File: src/saturn_pkg.sv
// sizes, register map addresses, instruction type and bus command encodings
`default_nettype none

package saturn_pkg;

    // nibble based data path sizes
    localparam int NIBBLE_W = 4;
    localparam int PC_NIBBLES = 5;
    localparam int C_NIBBLES = 16;
    localparam int ST_W = 16;

    // width of the counter that walks the nibbles of PC and C(A)
    localparam int PC_NIB_CNT_W = 3;

    // bus command program memory
    localparam int PROG_DEPTH = 32;
    localparam int PROG_ADDR_W = 5;
    localparam int PROG_ENTRY_W = 5;

    // host Wishbone port
    localparam int WB_ADR_W = 3;
    localparam int WB_DAT_W = 32;

    // word addresses of the register map
    localparam logic [WB_ADR_W-1:0] ADDR_INSTR = 3'd0;
    localparam logic [WB_ADR_W-1:0] ADDR_PC = 3'd1;
    localparam logic [WB_ADR_W-1:0] ADDR_STATUS = 3'd2;
    localparam logic [WB_ADR_W-1:0] ADDR_ST = 3'd3;
    localparam logic [WB_ADR_W-1:0] ADDR_C_LO = 3'd4;
    localparam logic [WB_ADR_W-1:0] ADDR_C_HI = 3'd5;
    localparam logic [WB_ADR_W-1:0] ADDR_D0 = 3'd6;

    // decoded instruction types, codes 11 to 15 are not supported
    typedef enum logic [3:0] {
        INSTR_NOP       = 4'd0,
        INSTR_SET_P     = 4'd1,
        INSTR_C_EQ_P    = 4'd2,
        INSTR_CLR_HST   = 4'd3,
        INSTR_SET_ST    = 4'd4,
        INSTR_SET_MODE  = 4'd5,
        INSTR_SET_CARRY = 4'd6,
        INSTR_LOAD_C    = 4'd7,
        INSTR_LOAD_D0   = 4'd8,
        INSTR_CONFIG    = 4'd9,
        INSTR_RESET     = 4'd10
    } instr_type_e;

    // command codes placed in the bus program with the command bit set
    typedef enum logic [3:0] {
        BUSCMD_PC_READ   = 4'd0,
        BUSCMD_LOAD_PC   = 4'd4,
        BUSCMD_CONFIGURE = 4'd6,
        BUSCMD_RESET     = 4'd15
    } buscmd_e;

endpackage

`default_nettype wire

File: src/saturn_wb_regs.sv
// Wishbone slave with address decode, instruction hand-off, PC register and readback mux
`timescale 1ns/1ps
`default_nettype none

module saturn_wb_regs import saturn_pkg::*; (
    input  logic                                    i_clk,
    input  logic                                    i_reset,
    input  logic                                    i_wb_cyc,
    input  logic                                    i_wb_stb,
    input  logic                                    i_wb_we,
    input  logic [WB_ADR_W-1:0]                     i_wb_adr,
    input  logic [WB_DAT_W-1:0]                     i_wb_dat,
    input  logic                                    i_seq_busy,
    input  logic [NIBBLE_W-1:0]                     i_reg_p,
    input  logic [NIBBLE_W-1:0]                     i_reg_hst,
    input  logic                                    i_carry,
    input  logic                                    i_mode,
    input  logic                                    i_error,
    input  logic [ST_W-1:0]                         i_reg_st,
    input  logic [C_NIBBLES-1:0][NIBBLE_W-1:0]      i_reg_c,
    input  logic [PC_NIBBLES-1:0][NIBBLE_W-1:0]     i_reg_d0,
    output logic [WB_DAT_W-1:0]                     o_wb_dat,
    output logic                                    o_wb_ack,
    output logic                                    o_instr_valid,
    output instr_type_e                             o_instr_type,
    output logic [NIBBLE_W-1:0]                     o_instr_ptr,
    output logic [NIBBLE_W-1:0]                     o_instr_imm,
    output logic [PC_NIBBLES-1:0][NIBBLE_W-1:0]     o_pc,
    output logic                                    o_pc_load
);

    logic write_ack;

    // one ack per request, held back while a bus stream is being written
    always_ff @(posedge i_clk) begin
        if (i_reset) begin
            o_wb_ack <= 1'b0;
        end else begin
            o_wb_ack <= i_wb_cyc && i_wb_stb && !o_wb_ack && !i_seq_busy;
        end
    end

    assign write_ack = o_wb_ack && i_wb_we;

    // the master keeps the write data stable through the ack cycle
    assign o_instr_valid = write_ack && (i_wb_adr == ADDR_INSTR);
    assign o_pc_load = write_ack && (i_wb_adr == ADDR_PC);

    assign o_instr_type = instr_type_e'(i_wb_dat[3:0]);
    assign o_instr_ptr = i_wb_dat[7:4];
    assign o_instr_imm = i_wb_dat[11:8];

    always_ff @(posedge i_clk) begin
        if (i_reset) begin
            o_pc <= '0;
        end else if (o_pc_load) begin
            o_pc <= i_wb_dat[PC_NIBBLES*NIBBLE_W-1:0];
        end
    end

    // readback, unused upper bits read as zero
    always_comb begin
        o_wb_dat = '0;
        case (i_wb_adr)
            ADDR_PC: begin
                o_wb_dat[PC_NIBBLES*NIBBLE_W-1:0] = o_pc;
            end
            ADDR_STATUS: begin
                o_wb_dat[3:0] = i_reg_p;
                o_wb_dat[7:4] = i_reg_hst;
                o_wb_dat[8] = i_carry;
                o_wb_dat[9] = i_mode;
                o_wb_dat[10] = i_error;
            end
            ADDR_ST: begin
                o_wb_dat[ST_W-1:0] = i_reg_st;
            end
            ADDR_C_LO: begin
                o_wb_dat = i_reg_c[7:0];
            end
            ADDR_C_HI: begin
                o_wb_dat = i_reg_c[15:8];
            end
            ADDR_D0: begin
                o_wb_dat[PC_NIBBLES*NIBBLE_W-1:0] = i_reg_d0;
            end
            default: begin
                o_wb_dat = '0;
            end
        endcase
    end

    // an ack must never outlive the request it answers
    assert property (@(posedge i_clk) disable iff (i_reset)
        o_wb_ack |-> (i_wb_cyc && i_wb_stb));

endmodule

`default_nettype wire

File: src/saturn_exec_unit.sv
// instruction execution on P, ST, HST, carry, mode, C and D0 with sticky error flag
`timescale 1ns/1ps
`default_nettype none

module saturn_exec_unit import saturn_pkg::*; (
    input  logic                                    i_clk,
    input  logic                                    i_reset,
    input  logic                                    i_instr_valid,
    input  instr_type_e                             i_instr_type,
    input  logic [NIBBLE_W-1:0]                     i_instr_ptr,
    input  logic [NIBBLE_W-1:0]                     i_instr_imm,
    output logic [NIBBLE_W-1:0]                     o_reg_p,
    output logic [NIBBLE_W-1:0]                     o_reg_hst,
    output logic                                    o_carry,
    output logic                                    o_mode,
    output logic [ST_W-1:0]                         o_reg_st,
    output logic [C_NIBBLES-1:0][NIBBLE_W-1:0]      o_reg_c,
    output logic [PC_NIBBLES-1:0][NIBBLE_W-1:0]     o_reg_d0,
    output logic                                    o_error,
    output logic                                    o_start_config,
    output logic                                    o_start_reset
);

    logic d0_ptr_ok;

    // D0 only has nibbles 0 to 4
    assign d0_ptr_ok = (i_instr_ptr <= NIBBLE_W'(PC_NIBBLES - 1));

    always_ff @(posedge i_clk) begin
        if (i_reset) begin
            o_reg_p <= '0;
            o_reg_hst <= '0;
            o_carry <= 1'b0;
            o_mode <= 1'b0;
            o_reg_st <= '0;
            o_reg_c <= '0;
            o_reg_d0 <= '0;
            o_error <= 1'b0;
        end else if (i_instr_valid) begin
            case (i_instr_type)
                INSTR_NOP: begin
                end
                INSTR_SET_P: begin
                    o_reg_p <= i_instr_imm;
                end
                INSTR_C_EQ_P: begin
                    o_reg_c[i_instr_ptr] <= o_reg_p;
                end
                INSTR_CLR_HST: begin
                    // each set bit of n clears the matching HST flag
                    o_reg_hst <= o_reg_hst & ~i_instr_imm;
                end
                INSTR_SET_ST: begin
                    o_reg_st[i_instr_ptr] <= i_instr_imm[0];
                end
                INSTR_SET_MODE: begin
                    o_mode <= i_instr_imm[0];
                end
                INSTR_SET_CARRY: begin
                    o_carry <= i_instr_imm[0];
                end
                INSTR_LOAD_C: begin
                    o_reg_c[i_instr_ptr] <= i_instr_imm;
                end
                INSTR_LOAD_D0: begin
                    if (d0_ptr_ok) begin
                        o_reg_d0[i_instr_ptr[PC_NIB_CNT_W-1:0]] <= i_instr_imm;
                    end else begin
                        o_error <= 1'b1;
                    end
                end
                INSTR_CONFIG, INSTR_RESET: begin
                    // handled by the bus sequencer through the start pulses
                end
                default: begin
                    o_error <= 1'b1;
                end
            endcase
        end
    end

    assign o_start_config = i_instr_valid && (i_instr_type == INSTR_CONFIG);
    assign o_start_reset = i_instr_valid && (i_instr_type == INSTR_RESET);

    assert property (@(posedge i_clk) disable iff (i_reset)
        !(o_start_config && o_start_reset));

endmodule

`default_nettype wire

File: src/saturn_bus_sequencer.sv
// bus program memory and the FSM that writes command and nibble streams into it
`timescale 1ns/1ps
`default_nettype none

module saturn_bus_sequencer import saturn_pkg::*; (
    input  logic                                    i_clk,
    input  logic                                    i_reset,
    input  logic [PC_NIBBLES-1:0][NIBBLE_W-1:0]     i_pc,
    input  logic                                    i_pc_load,
    input  logic                                    i_start_config,
    input  logic                                    i_start_reset,
    input  logic [PC_NIBBLES-1:0][NIBBLE_W-1:0]     i_reg_c_a,
    input  logic [PROG_ADDR_W-1:0]                  i_prog_rd_addr,
    output logic                                    o_seq_busy,
    output logic [PROG_ENTRY_W-1:0]                 o_prog_data,
    output logic [PROG_ADDR_W-1:0]                  o_prog_wr_addr
);

    typedef enum logic [2:0] {
        POWER_UP,
        IDLE,
        LOAD_PC_NIB,
        CFG_NIB,
        PC_READ_CMD
    } seq_state_e;

    seq_state_e state;
    logic [PC_NIB_CNT_W-1:0] nib_cnt;
    logic [PROG_ADDR_W-1:0] wr_ptr;
    logic lead_pend;
    buscmd_e lead_cmd;
    logic [PC_NIBBLES-1:0][NIBBLE_W-1:0] c_a_q;
    logic last_nib;
    logic prog_we;
    logic [PROG_ENTRY_W-1:0] prog_wdata;
    logic [PROG_ENTRY_W-1:0] prog_mem [PROG_DEPTH];

    assign last_nib = (nib_cnt == PC_NIB_CNT_W'(PC_NIBBLES - 1));
    assign o_seq_busy = (state != IDLE);
    assign o_prog_wr_addr = wr_ptr;

    // every state except IDLE writes exactly one entry per clock
    always_ff @(posedge i_clk) begin
        if (i_reset) begin
            state <= POWER_UP;
            nib_cnt <= '0;
            wr_ptr <= '0;
            lead_pend <= 1'b0;
        end else begin
            if (prog_we) begin
                wr_ptr <= wr_ptr + 1'b1;
            end
            case (state)
                POWER_UP: begin
                    nib_cnt <= '0;
                    state <= LOAD_PC_NIB;
                end
                IDLE: begin
                    nib_cnt <= '0;
                    lead_pend <= i_pc_load || i_start_config || i_start_reset;
                    if (i_pc_load) begin
                        state <= LOAD_PC_NIB;
                    end else if (i_start_config) begin
                        state <= CFG_NIB;
                    end else if (i_start_reset) begin
                        state <= PC_READ_CMD;
                    end
                end
                LOAD_PC_NIB, CFG_NIB: begin
                    if (lead_pend) begin
                        lead_pend <= 1'b0;
                    end else begin
                        nib_cnt <= nib_cnt + 1'b1;
                        if (last_nib) begin
                            state <= (state == CFG_NIB) ? PC_READ_CMD : IDLE;
                        end
                    end
                end
                default: begin
                    // RESET is written first when it is pending, then PC_READ
                    if (lead_pend) begin
                        lead_pend <= 1'b0;
                    end else begin
                        state <= IDLE;
                    end
                end
            endcase
        end
    end

    // leading command and C(A) are captured when the trigger is taken
    always_ff @(posedge i_clk) begin
        if (state == IDLE) begin
            c_a_q <= i_reg_c_a;
            if (i_pc_load) begin
                lead_cmd <= BUSCMD_LOAD_PC;
            end else if (i_start_config) begin
                lead_cmd <= BUSCMD_CONFIGURE;
            end else begin
                lead_cmd <= BUSCMD_RESET;
            end
        end
    end

    // the PC register already holds the new value once the stream starts,
    // and it cannot change again before the stream ends
    always_comb begin
        case (state)
            POWER_UP:    prog_wdata = {1'b1, BUSCMD_LOAD_PC};
            LOAD_PC_NIB: prog_wdata = lead_pend ? {1'b1, lead_cmd} : {1'b0, i_pc[nib_cnt]};
            CFG_NIB:     prog_wdata = lead_pend ? {1'b1, lead_cmd} : {1'b0, c_a_q[nib_cnt]};
            PC_READ_CMD: prog_wdata = lead_pend ? {1'b1, lead_cmd} : {1'b1, BUSCMD_PC_READ};
            default:     prog_wdata = '0;
        endcase
    end

    assign prog_we = (state != IDLE) && !i_reset;

    always_ff @(posedge i_clk) begin
        if (prog_we) begin
            prog_mem[wr_ptr] <= prog_wdata;
        end
    end

    assign o_prog_data = prog_mem[i_prog_rd_addr];

    // the Wishbone side must hold off new work until the stream is done
    assert property (@(posedge i_clk) disable iff (i_reset)
        (i_pc_load || i_start_config || i_start_reset) |-> !o_seq_busy);

endmodule

`default_nettype wire

File: src/saturn_control_unit.sv
// top level joining the Wishbone register block, execution unit and bus sequencer
`timescale 1ns/1ps
`default_nettype none

module saturn_control_unit import saturn_pkg::*; (
    input  logic                        i_clk,
    input  logic                        i_reset,
    input  logic                        i_wb_cyc,
    input  logic                        i_wb_stb,
    input  logic                        i_wb_we,
    input  logic [WB_ADR_W-1:0]         i_wb_adr,
    input  logic [WB_DAT_W-1:0]         i_wb_dat,
    input  logic [PROG_ADDR_W-1:0]      i_prog_rd_addr,
    output logic [WB_DAT_W-1:0]         o_wb_dat,
    output logic                        o_wb_ack,
    output logic [PROG_ENTRY_W-1:0]     o_prog_data,
    output logic [PROG_ADDR_W-1:0]      o_prog_wr_addr,
    output logic                        o_error
);

    logic seq_busy;
    logic instr_valid;
    instr_type_e instr_type;
    logic [NIBBLE_W-1:0] instr_ptr;
    logic [NIBBLE_W-1:0] instr_imm;
    logic [PC_NIBBLES-1:0][NIBBLE_W-1:0] pc;
    logic pc_load;
    logic [NIBBLE_W-1:0] reg_p;
    logic [NIBBLE_W-1:0] reg_hst;
    logic carry;
    logic mode;
    logic [ST_W-1:0] reg_st;
    logic [C_NIBBLES-1:0][NIBBLE_W-1:0] reg_c;
    logic [PC_NIBBLES-1:0][NIBBLE_W-1:0] reg_d0;
    logic start_config;
    logic start_reset;

    saturn_wb_regs saturn_wb_regs_inst (
        .i_clk          (i_clk),
        .i_reset        (i_reset),
        .i_wb_cyc       (i_wb_cyc),
        .i_wb_stb       (i_wb_stb),
        .i_wb_we        (i_wb_we),
        .i_wb_adr       (i_wb_adr),
        .i_wb_dat       (i_wb_dat),
        .i_seq_busy     (seq_busy),
        .i_reg_p        (reg_p),
        .i_reg_hst      (reg_hst),
        .i_carry        (carry),
        .i_mode         (mode),
        .i_error        (o_error),
        .i_reg_st       (reg_st),
        .i_reg_c        (reg_c),
        .i_reg_d0       (reg_d0),
        .o_wb_dat       (o_wb_dat),
        .o_wb_ack       (o_wb_ack),
        .o_instr_valid  (instr_valid),
        .o_instr_type   (instr_type),
        .o_instr_ptr    (instr_ptr),
        .o_instr_imm    (instr_imm),
        .o_pc           (pc),
        .o_pc_load      (pc_load)
    );

    saturn_exec_unit saturn_exec_unit_inst (
        .i_clk          (i_clk),
        .i_reset        (i_reset),
        .i_instr_valid  (instr_valid),
        .i_instr_type   (instr_type),
        .i_instr_ptr    (instr_ptr),
        .i_instr_imm    (instr_imm),
        .o_reg_p        (reg_p),
        .o_reg_hst      (reg_hst),
        .o_carry        (carry),
        .o_mode         (mode),
        .o_reg_st       (reg_st),
        .o_reg_c        (reg_c),
        .o_reg_d0       (reg_d0),
        .o_error        (o_error),
        .o_start_config (start_config),
        .o_start_reset  (start_reset)
    );

    // C(A) is the low five nibbles of C
    saturn_bus_sequencer saturn_bus_sequencer_inst (
        .i_clk          (i_clk),
        .i_reset        (i_reset),
        .i_pc           (pc),
        .i_pc_load      (pc_load),
        .i_start_config (start_config),
        .i_start_reset  (start_reset),
        .i_reg_c_a      (reg_c[PC_NIBBLES-1:0]),
        .i_prog_rd_addr (i_prog_rd_addr),
        .o_seq_busy     (seq_busy),
        .o_prog_data    (o_prog_data),
        .o_prog_wr_addr (o_prog_wr_addr)
    );

endmodule

`default_nettype wire

File: config.mk
export PLATFORM = sky130hd
export DESIGN_NAME = saturn_control_unit
export DESIGN_NICKNAME = d
export VERILOG_FILES = /design/src/saturn_pkg.sv /design/src/saturn_wb_regs.sv /design/src/saturn_exec_unit.sv /design/src/saturn_bus_sequencer.sv /design/src/saturn_control_unit.sv
export SDC_FILE = /design/constraint.sdc
export NUM_CORES = 1
export LEC_CHECK = 0
export ABC_AREA = 1
export BUFFER_PORTS_ARGS = -buffer_cell sky130_fd_sc_hd__buf_2
export CORE_MARGIN = 8
export CORE_UTILIZATION = 51
export DETAILED_ROUTE_END_ITERATION = 7
export GPL_TIMING_DRIVEN = 0
export PLACE_DENSITY = 0.69
export SYNTH_ARGS = -nofsm -noshare
export SYNTH_HDL_FRONTEND = slang
export SYNTH_SLANG_ARGS = --single-unit
File: constraint.sdc
create_clock -name i_clk -period 3.65 [get_ports i_clk]
set_clock_uncertainty 0.15 [all_clocks]
set_input_delay 0.1825 -clock i_clk [delete_from_list [all_inputs] [get_ports i_clk]]
set_output_delay 0.1825 -clock i_clk [all_outputs]
set_load 0.02 [all_outputs]
Yosys cells after proc, flatten, opt, wreduce, memory -nomap -nowiden
Memories as Yosys holds them, arrays and structs flattened. Index checks and enable logic that the tools add are counted.

Register bits after elaboration: 168. Latch bits: 0. Memory bits (writable): 160. Memory bits (read-only): 0. Input bits: 45. Word-level logic and storage cells: 155. Memories kept: 1.

Add/sub/neg operators: 2. Multiply operators: 0. Divide/modulo/power cells: 0. Order comparisons: 6. Equal/unequal tests: 27. Shift-type cells: 0. Mux-type cells: 39. Bitwise operators: 3. Reduce and logical (&&, ||, !) cells: 34.

Memories: saturn_bus_sequencer_inst.prog_mem (depth 32, width 5, rd ports 1, clocked after memory_dff 0, write ports 1, RTL line saturn_bus_sequencer.sv:36) `logic [PROG_ENTRY_W-1:0] prog_mem [PROG_DEPTH];`.

Operators by type and width (count): $bwmux 64 (2); $pmux 64 s2 (1); $pmux 11 s6 (1); $pmux 5 s5 (1); $bmux 4 s3 (2); $mux 3 (8); $mux 4 (6); $pmux 12 s2 (1); $bwmux 20 (1); $pmux 5 s4 (1); $bwmux 16 (1); $demux 4 s4 (1); $eq 4x3->1 const B (4); $pmux 4 s4 (1); $eq 3x3->1 const B (5); $reduce_and 2->1 (7); $demux 4 s3 (1); $eq 3x2->1 const B (4); $eq 4x4->1 const B (3); $logic_and 1x1->1 (11); $mux 5 (2); $reduce_or 10->1 (1); $pmux 3 s3 (1); $eq 4x2->1 const B (2); 29 further kinds (43).

Longest topological paths before layout
Gate-level depths: netlist (run 1).

Word-level depth: 7. Depth in mapped cells: 10. Depth with buffers taken out: 10.

By module
Synthesis (run 1) repeated with hierarchy kept, for this count alone.

Cells, all modules: 1915. Area, all modules: 15537.4 um2.

By module, submodules not included: saturn_bus_sequencer (instances 1, cells each 813, area each 8465.6 um2, sequential area each 5705.5 um2); saturn_exec_unit (instances 1, cells each 678, area each 4747.1 um2, sequential area each 2222.1 um2); saturn_wb_regs (instances 1, cells each 424, area each 2324.7 um2, sequential area each 420.4 um2).

Worst setup path before layout (run 1)
Ideal clock, no wire load.

Path type: register -> register. From: register saturn_bus_sequencer_inst.state[2]. To: memory saturn_bus_sequencer_inst.prog_mem[0][4], data pin. Setup time: 454 ps. Data arrival time: 1857 ps. Data required time: 3046 ps. Slack: 1189 ps. Cell stages (with the launch flop): 4. Path buffers: 0. Cells stage by stage: dfxtp_1 inv_1 nand2_1 o21ai_0.

Longest elaborated chain between the ends: 2. Elaborated cells between the ends (all ways): 5. Those cells by class: eq/ne: 3; mux: 1; reduce/logical: 1.

Ends and longest elaborated chain: start: declaration (RTL line saturn_bus_sequencer.sv:27) `seq_state_e state;`; start signal: assignment (RTL line saturn_bus_sequencer.sv:75) `state <= (state == CFG_NIB) ? PC_READ_CMD : IDLE;`; $eq 3x3->1 (tied with other cells) (RTL line saturn_bus_sequencer.sv:108) `case (state)`; $pmux 5 s4 * (RTL line saturn_bus_sequencer.sv:108); named net saturn_bus_sequencer_inst.prog_wdata[4] (RTL line saturn_bus_sequencer.sv:35) `logic [PROG_ENTRY_W-1:0] prog_wdata;`; end: declaration (RTL line saturn_bus_sequencer.sv:36).

The timed path passes the listed nets; every way through them passes the cells marked *.

Worst setup path in the final report (run 1)
From: register saturn_bus_sequencer_inst.state[2]. To: memory saturn_bus_sequencer_inst.prog_mem[31][1], data pin.

Same word-level chain as after synthesis.

==> results_dict.tcl, run 1 <==
set metrics [dict create \
    powerDensity_mw_per_mm2 543 \
    yosysSeqAreaShare 0.569 \
    synth.most_common_cell "nand2_1" \
    rows 62 \
    finalCriticalPeriod_ps 2960 \
    dp_hpwl_um 30500 \
    drc 0 \
    fp.dieH_um 186 \
    synth_fp_nets 1724 \
    synth_top_area_frac 0.373 \
    setup_ws_ps 690 \
    die_width_um 186 \
    path_clk_slew_ps 70 \
    ys_top_cells_by_area "edfxtp_1, dfxtp_1, nand2_1" \
    grt_max_degree 33 \
    drtIter0Drc 996 \
    hold_violations 0 \
    dieArea_mm2 0.0344 \
    first_global_vias 11600 \
    totalWireLength_um 42300 \
    synth_edf_count 182 \
    multi_input_area_mm2 0.00545 \
    max-vdd-ir-drop_mv 0.346 \
    root_buffer "clkbuf_16" \
    grt_overflow_total 0 \
    async_flop_share 0 \
    worst_pin_slew_ps 1310 \
    grt_pass1_wl_um 65400 \
    crit_path_end_kind "register" \
    layout-drive-gt1-share 0.104 \
    antenna_left 0 \
    finalSetupViolCount 0 \
    synth_area_mm2 0.0147 \
    arrival_ps 2940 \
    num_vias 12100 \
    synth.top_cells.by_count "nand2_1, nor2_1, edfxtp_1, nand3_1, inv_1" \
    n_antenna_cell 0 \
    grtUsageTotal 0.248 \
    nets 1854 \
    cts_max_level 2 \
    seqCellArea_mm2 0.00835 \
    pre_cts_slack_ps 463 \
    io_buffers 71 \
    drv.max_cap_violation_count 0 \
    status "completed" \
    ctsResizeCount 0 \
    post-route-period-util 0.811 \
    clock.fmax_ghz 0.338 \
    routed_via_density 5.45 \
    cts_tree "done" \
    synth_top_cell_by_area "edfxtp_1" \
    start_kind "register" \
    ys_warn_count 0 \
    synth.avg_cell_area_um2 8.76 \
    crit_fanout 32 \
    slew_headroom 0.124 \
    cts_buffers 35 \
    synth-seq-cells 326 \
    drt_pre_antenna_iters 6 \
    grt_antenna_before_repair 0 \
    drv_slew 0 \
    avgRoutedWirePerCell_um 19.1 \
    critical_path_required_ps 3630 \
    synth_cell_types 37 \
    area_delta_synth_final_pct 15.3 \
    p_leak_nw 7.16 \
    path_class "reg -> reg" \
    insertion_delay_ps 520 \
    core_region_area_mm2 0.0285 \
    num-fill-cells 2550 \
    initial_core_util 0.514 \
    routabilityCongestion 0.996 \
    clock_sinks 326 \
    rsz0062_at_grt "no" \
    cts_buffer_depth 3 \
    ys_dominant_reg_cell "edfxtp_1" \
    pin_count 89 \
    hp-class "in -> reg" \
    synthCells 1673 \
    final_util 0.592 \
]
-- through the flow --
step	area [um2]	total power [mW]	cells	setup TNS [ps]	hold slack, ps
after global placement	15500	5.56	2128	-16780	258
after floorplan	14700	5.11	1673	0	158
after CTS	16900	9.21	2214	0	44.6
after detailed placement	15500	5.60	2129	0	265
final	16900	9.18	2214	0	73.5
after global routing	16900	9.51	2214	0	91.1
-- state kept, by name, indices dropped and copies added, names as in the netlist --
register                                  count
saturn_exec_unit_inst.o_reg_st               16
saturn_exec_unit_inst.o_reg_p                 4
saturn_exec_unit_inst.o_carry                 1
saturn_exec_unit_inst.o_reg_hst               4
saturn_exec_unit_inst.o_reg_c                64
saturn_bus_sequencer_inst.state               3
saturn_wb_regs_inst.o_pc                     20
saturn_bus_sequencer_inst.prog_mem          160
saturn_bus_sequencer_inst.lead_pend           1
saturn_bus_sequencer_inst.lead_cmd            2
saturn_bus_sequencer_inst.c_a_q              20
saturn_exec_unit_inst.o_reg_d0               20
saturn_exec_unit_inst.o_mode                  1
saturn_exec_unit_inst.o_error                 1
saturn_wb_regs_inst.o_wb_ack                  1
saturn_bus_sequencer_inst.nib_cnt             3
saturn_bus_sequencer_inst.o_prog_wr_addr      5
-- what timing repair did --
action                    in CTS  in global routing
buffers inserted               0                  0
hold buffers                  21                  0
hold endpoints to repair      46                  0
-- cells in the final DEF, fill, tap and decap left out, drive strengths merged --
cell / instances
a31oi: 1
inv: 150
nor3: 11
nand3: 168
a221oi: 1
nor3b: 64
a21oi: 58
clkbuf: 109
and2: 5
o2111ai: 9
dlygate4sd3: 21
edfxtp: 182
a41oi: 1
o22ai: 20
ha: 6
o21bai: 1
nand3b: 1
clkinv: 16
bufinv: 4
buf: 85
o2bb2ai: 3
o21ai: 87
dfxtp: 144
o221ai: 2
a22oi: 4
clkinvlp: 1
nor2: 218
o31ai: 1
nand2: 435
o211ai: 9
nor4: 3
nand4: 10
-- layout make-up --
type | instances | area share
Inverter | 153 | 0.0340
Buffer | 76 | 0.0178
Clock buffer | 46 | 0.0573
Timing Repair Buffer | 93 | 0.0343
Sequential cell | 326 | 0.494
Tap cell | 384 | 0.0284
Clock inverter | 18 | 0.0121
Multi-Input combinational cell | 1118 | 0.322
-- worst paths after layout --
path                                                         start                                   endpoint  slack (ps)  cells past startpoint
worst min-delay path                                   i_wb_adr[0]              saturn_exec_unit_inst.o_carry          70                      6
worst min register to register    saturn_exec_unit_inst.o_reg_c[8]         saturn_bus_sequencer_inst.c_a_q[8]         280                      0
worst max-delay path            saturn_bus_sequencer_inst.state[2]  saturn_bus_sequencer_inst.prog_mem[31][1]         690                      9
worst max register to register  saturn_bus_sequencer_inst.state[2]  saturn_bus_sequencer_inst.prog_mem[31][1]         690                      9
-- critical path, cell delays in order, from the launching register on --
cell	delay [ps]
dfxtp_1	340
inv_1	170
nand2_1	150
nor2_1	350
nand2_1	90
nand2_1	80
nand2_1	50
a21oi_1	150
nand2_1	90
nand2_1	950
-- per-layer routing --
layer  vias up  wire length [um]  GRT usage
met5         -                 0          0
met4         0              1920      0.121
met3       102              3020     0.0433
met2       484             20500      0.419
met1      5634             16800      0.306
li1       5838                 -          -
-- where the power goes --
part           switching (mW)  internal (mW)  total [mW]
sequential             0.0616           4.27        4.33
combinational           0.948          0.270        1.22
clock                    1.47           2.17        3.63
-- cells by family after synthesis --
kind of cell	synth area share
buffers and inverters	0.0596
and+or+nand+nor	0.288
AOI/OAI and AO/OA	0.0775
adders and majority gates	0.00512
DFF	0.569
Power figures use the tool's default switching activity.
==> run 2: changes to the inputs <==
clock period = 2.75 ns   (was 3.65 ns; I/O delays follow)
==> run 2 against run 1 <==
Compared with the run above: combinational power increased by 33%; cell area up 0.15%; register-to-register slack worse by 470 ps; clock power up 33%; die area unchanged; worst hold slack lost 41 ps; largest cell class unchanged; largest power group unchanged; highest routed layer unchanged.
==> results_dict.tcl, run 2 (synthesis gave the netlist of run 1 again) <==
set metrics [dict create \
    drt_pre_antenna_iters 6 \
    area_delta_synth_final_pct 15.5 \
    layout_common_cells "nand2_1, nor2_1, edfxtp_1" \
    finalCriticalPeriod_ps 2530 \
    crit_fanout 32 \
    use_met1 0.305 \
    setup_ws_ps 216 \
    grt_pass1_wl_um 65500 \
    worst_pin_slew_ps 977 \
    finalSetupViolCount 0 \
    r2r_cells 8 \
    post-route-period-util 0.922 \
    drtIter0Drc 1075 \
    initial_core_util 0.514 \
    routed_via_density 5.44 \
    worst_hold_slack_ps 32.9 \
    multi_input_area_mm2 0.00546 \
    use_met2 0.421 \
    arrival_ps 2600 \
    nets 1855 \
    layout-drive-gt1-share 0.105 \
    grt_antenna_before_repair 0 \
    first_global_vias 11600 \
    hp-start "i_wb_adr[0]" \
    clock.fmax_ghz 0.395 \
    cts_max_level 2 \
    num_vias 12100 \
    cts_tree "done" \
    final_common_cell "nand2_1" \
    dp_hpwl_um 30500 \
    p_leak_nw 7.16 \
    clock_sinks 326 \
    rr_startpoint "saturn_bus_sequencer_inst.nib_cnt[0]" \
    drv_slew 0 \
    status "completed" \
    hp-class "in -> reg" \
    pin_count 89 \
    slew_headroom 0.348 \
    grt_max_degree 33 \
    rsz0062_at_grt "no" \
    start_kind "register" \
    avgRoutedWirePerCell_um 19.1 \
    cts_buffer_depth 3 \
    hold_violations 0 \
    critical_path_required_ps 2820 \
    fp.dieH_um 186 \
    io_buffers 71 \
    pre_cts_slack_ps -437 \
    powerDensity_mw_per_mm2 720 \
    largest_registers "saturn_bus_sequencer_inst.prog_mem: 160 flops, saturn_exec_unit_inst.o_reg_c: 64 flops" \
    max-vdd-ir-drop_mv 0.462 \
    antenna_left 0 \
    path_class "reg -> reg" \
    met3_usage 0.0429 \
    insertion_delay_ps 520 \
    num-fill-cells 2550 \
    seqCellArea_mm2 0.00835 \
    crit_path_end_kind "register" \
    largest_register "saturn_bus_sequencer_inst.prog_mem" \
    drc 0 \
    totalWireLength_um 42300 \
    n_antenna_cell 0 \
    ff2ff_setup_slack_ps 220 \
    r2r_end "saturn_bus_sequencer_inst.prog_mem[18][0]" \
    min_path_cells 6 \
    routabilityCongestion 0.996 \
    largest_reg_flops 160 \
    die_width_um 186 \
    root_buffer "clkbuf_16" \
    drv.max_cap_violation_count 0 \
    rows 62 \
    hold_end "saturn_exec_unit_inst.o_carry" \
    core_region_area_mm2 0.0285 \
    busiest_layer "met2" \
    grtUsageTotal 0.248 \
    grt_overflow_total 0 \
    dieArea_mm2 0.0344 \
    cts_buffers 35 \
    path_clk_slew_ps 70 \
]
[run 2: cell types whose count changed in the layout (fill, tap and decap cells not counted), sizes merged]
cell,previous run,this run
dlygate4sd3,21,22
[run 2: worst max-delay path, cell delays in order, from the launching register on]
cell and delay, ps:
dfxtp_1 340, inv_1 170, buf_1 430, o21ai_0 190
o211ai_1 150, nand2_1 90, nand2_1 70, nand2_1 60
nand2_2 570
[run 2: report_power, final]
group / switching, mW / internal (mW) / total, mW
sequential: 0.0822 / 5.65 / 5.73
clock: 1.95 / 2.87 / 4.83
combinational: 1.25 / 0.370 / 1.62
[run 2: area by class of cell]
class                           count  share of cell area
Sequential cell                   326               0.493
Clock buffer                       46              0.0572
Buffer                             76              0.0177
Clock inverter                     18              0.0121
Multi-Input combinational cell   1118               0.323
Tap cell                          384              0.0284
Timing Repair Buffer               94              0.0349
Inverter                          153              0.0339
[run 2: per-stage QoR]
step / cells / util / power [mW] / instance area [um2] / TNS [ps]
floorplan: 1673 / - / 6.78 / 14700 / 0
global placement: 2128 / 0.543 / 7.37 / 15500 / -76840
detailed placement: 2129 / 0.544 / 7.43 / 15500 / -36620
CTS: 2215 / 0.593 / 12.2 / 16900 / 0
global route: 2215 / 0.593 / 12.6 / 16900 / 0
finish: 2215 / 0.593 / 12.2 / 16900 / 0
[run 2: worst max path at each step]
stage / slack, ps / startpoint / cells past startpoint / endpoint
after floorplan: 290 / saturn_bus_sequencer_inst.state[2] / 3 / saturn_bus_sequencer_inst.prog_mem[0][4]
after global placement: -1430 / saturn_bus_sequencer_inst.state[2] / 3 / saturn_bus_sequencer_inst.prog_mem[22][4]
after detailed placement: -440 / saturn_bus_sequencer_inst.nib_cnt[2] / 6 / saturn_bus_sequencer_inst.prog_mem[18][2]
after CTS: 120 / saturn_bus_sequencer_inst.nib_cnt[2] / 6 / saturn_bus_sequencer_inst.prog_mem[9][2]
after global routing: 30 / saturn_bus_sequencer_inst.nib_cnt[0] / 8 / saturn_bus_sequencer_inst.prog_mem[28][3]
final: 220 / saturn_bus_sequencer_inst.nib_cnt[0] / 8 / saturn_bus_sequencer_inst.prog_mem[18][0]
[run 2: repair_timing]
| action | 4_1_cts | 5_1_grt |
|---|---|---|
| gates resized for setup | 4 | 1 |
| hold endpoints to repair | 51 | 0 |
| setup buffers | 0 | 0 |
| setup endpoints to repair | 128 | 32 |
| hold buffers | 22 | 0 |
[run 2: routing by layer]
metal / vias to the layer above / share of wire
li1: 5838 / -
met1: 5610 / 0.40
met2: 505 / 0.49
met3: 98 / 0.072
met4: 0 / 0.045
met5: - / 0
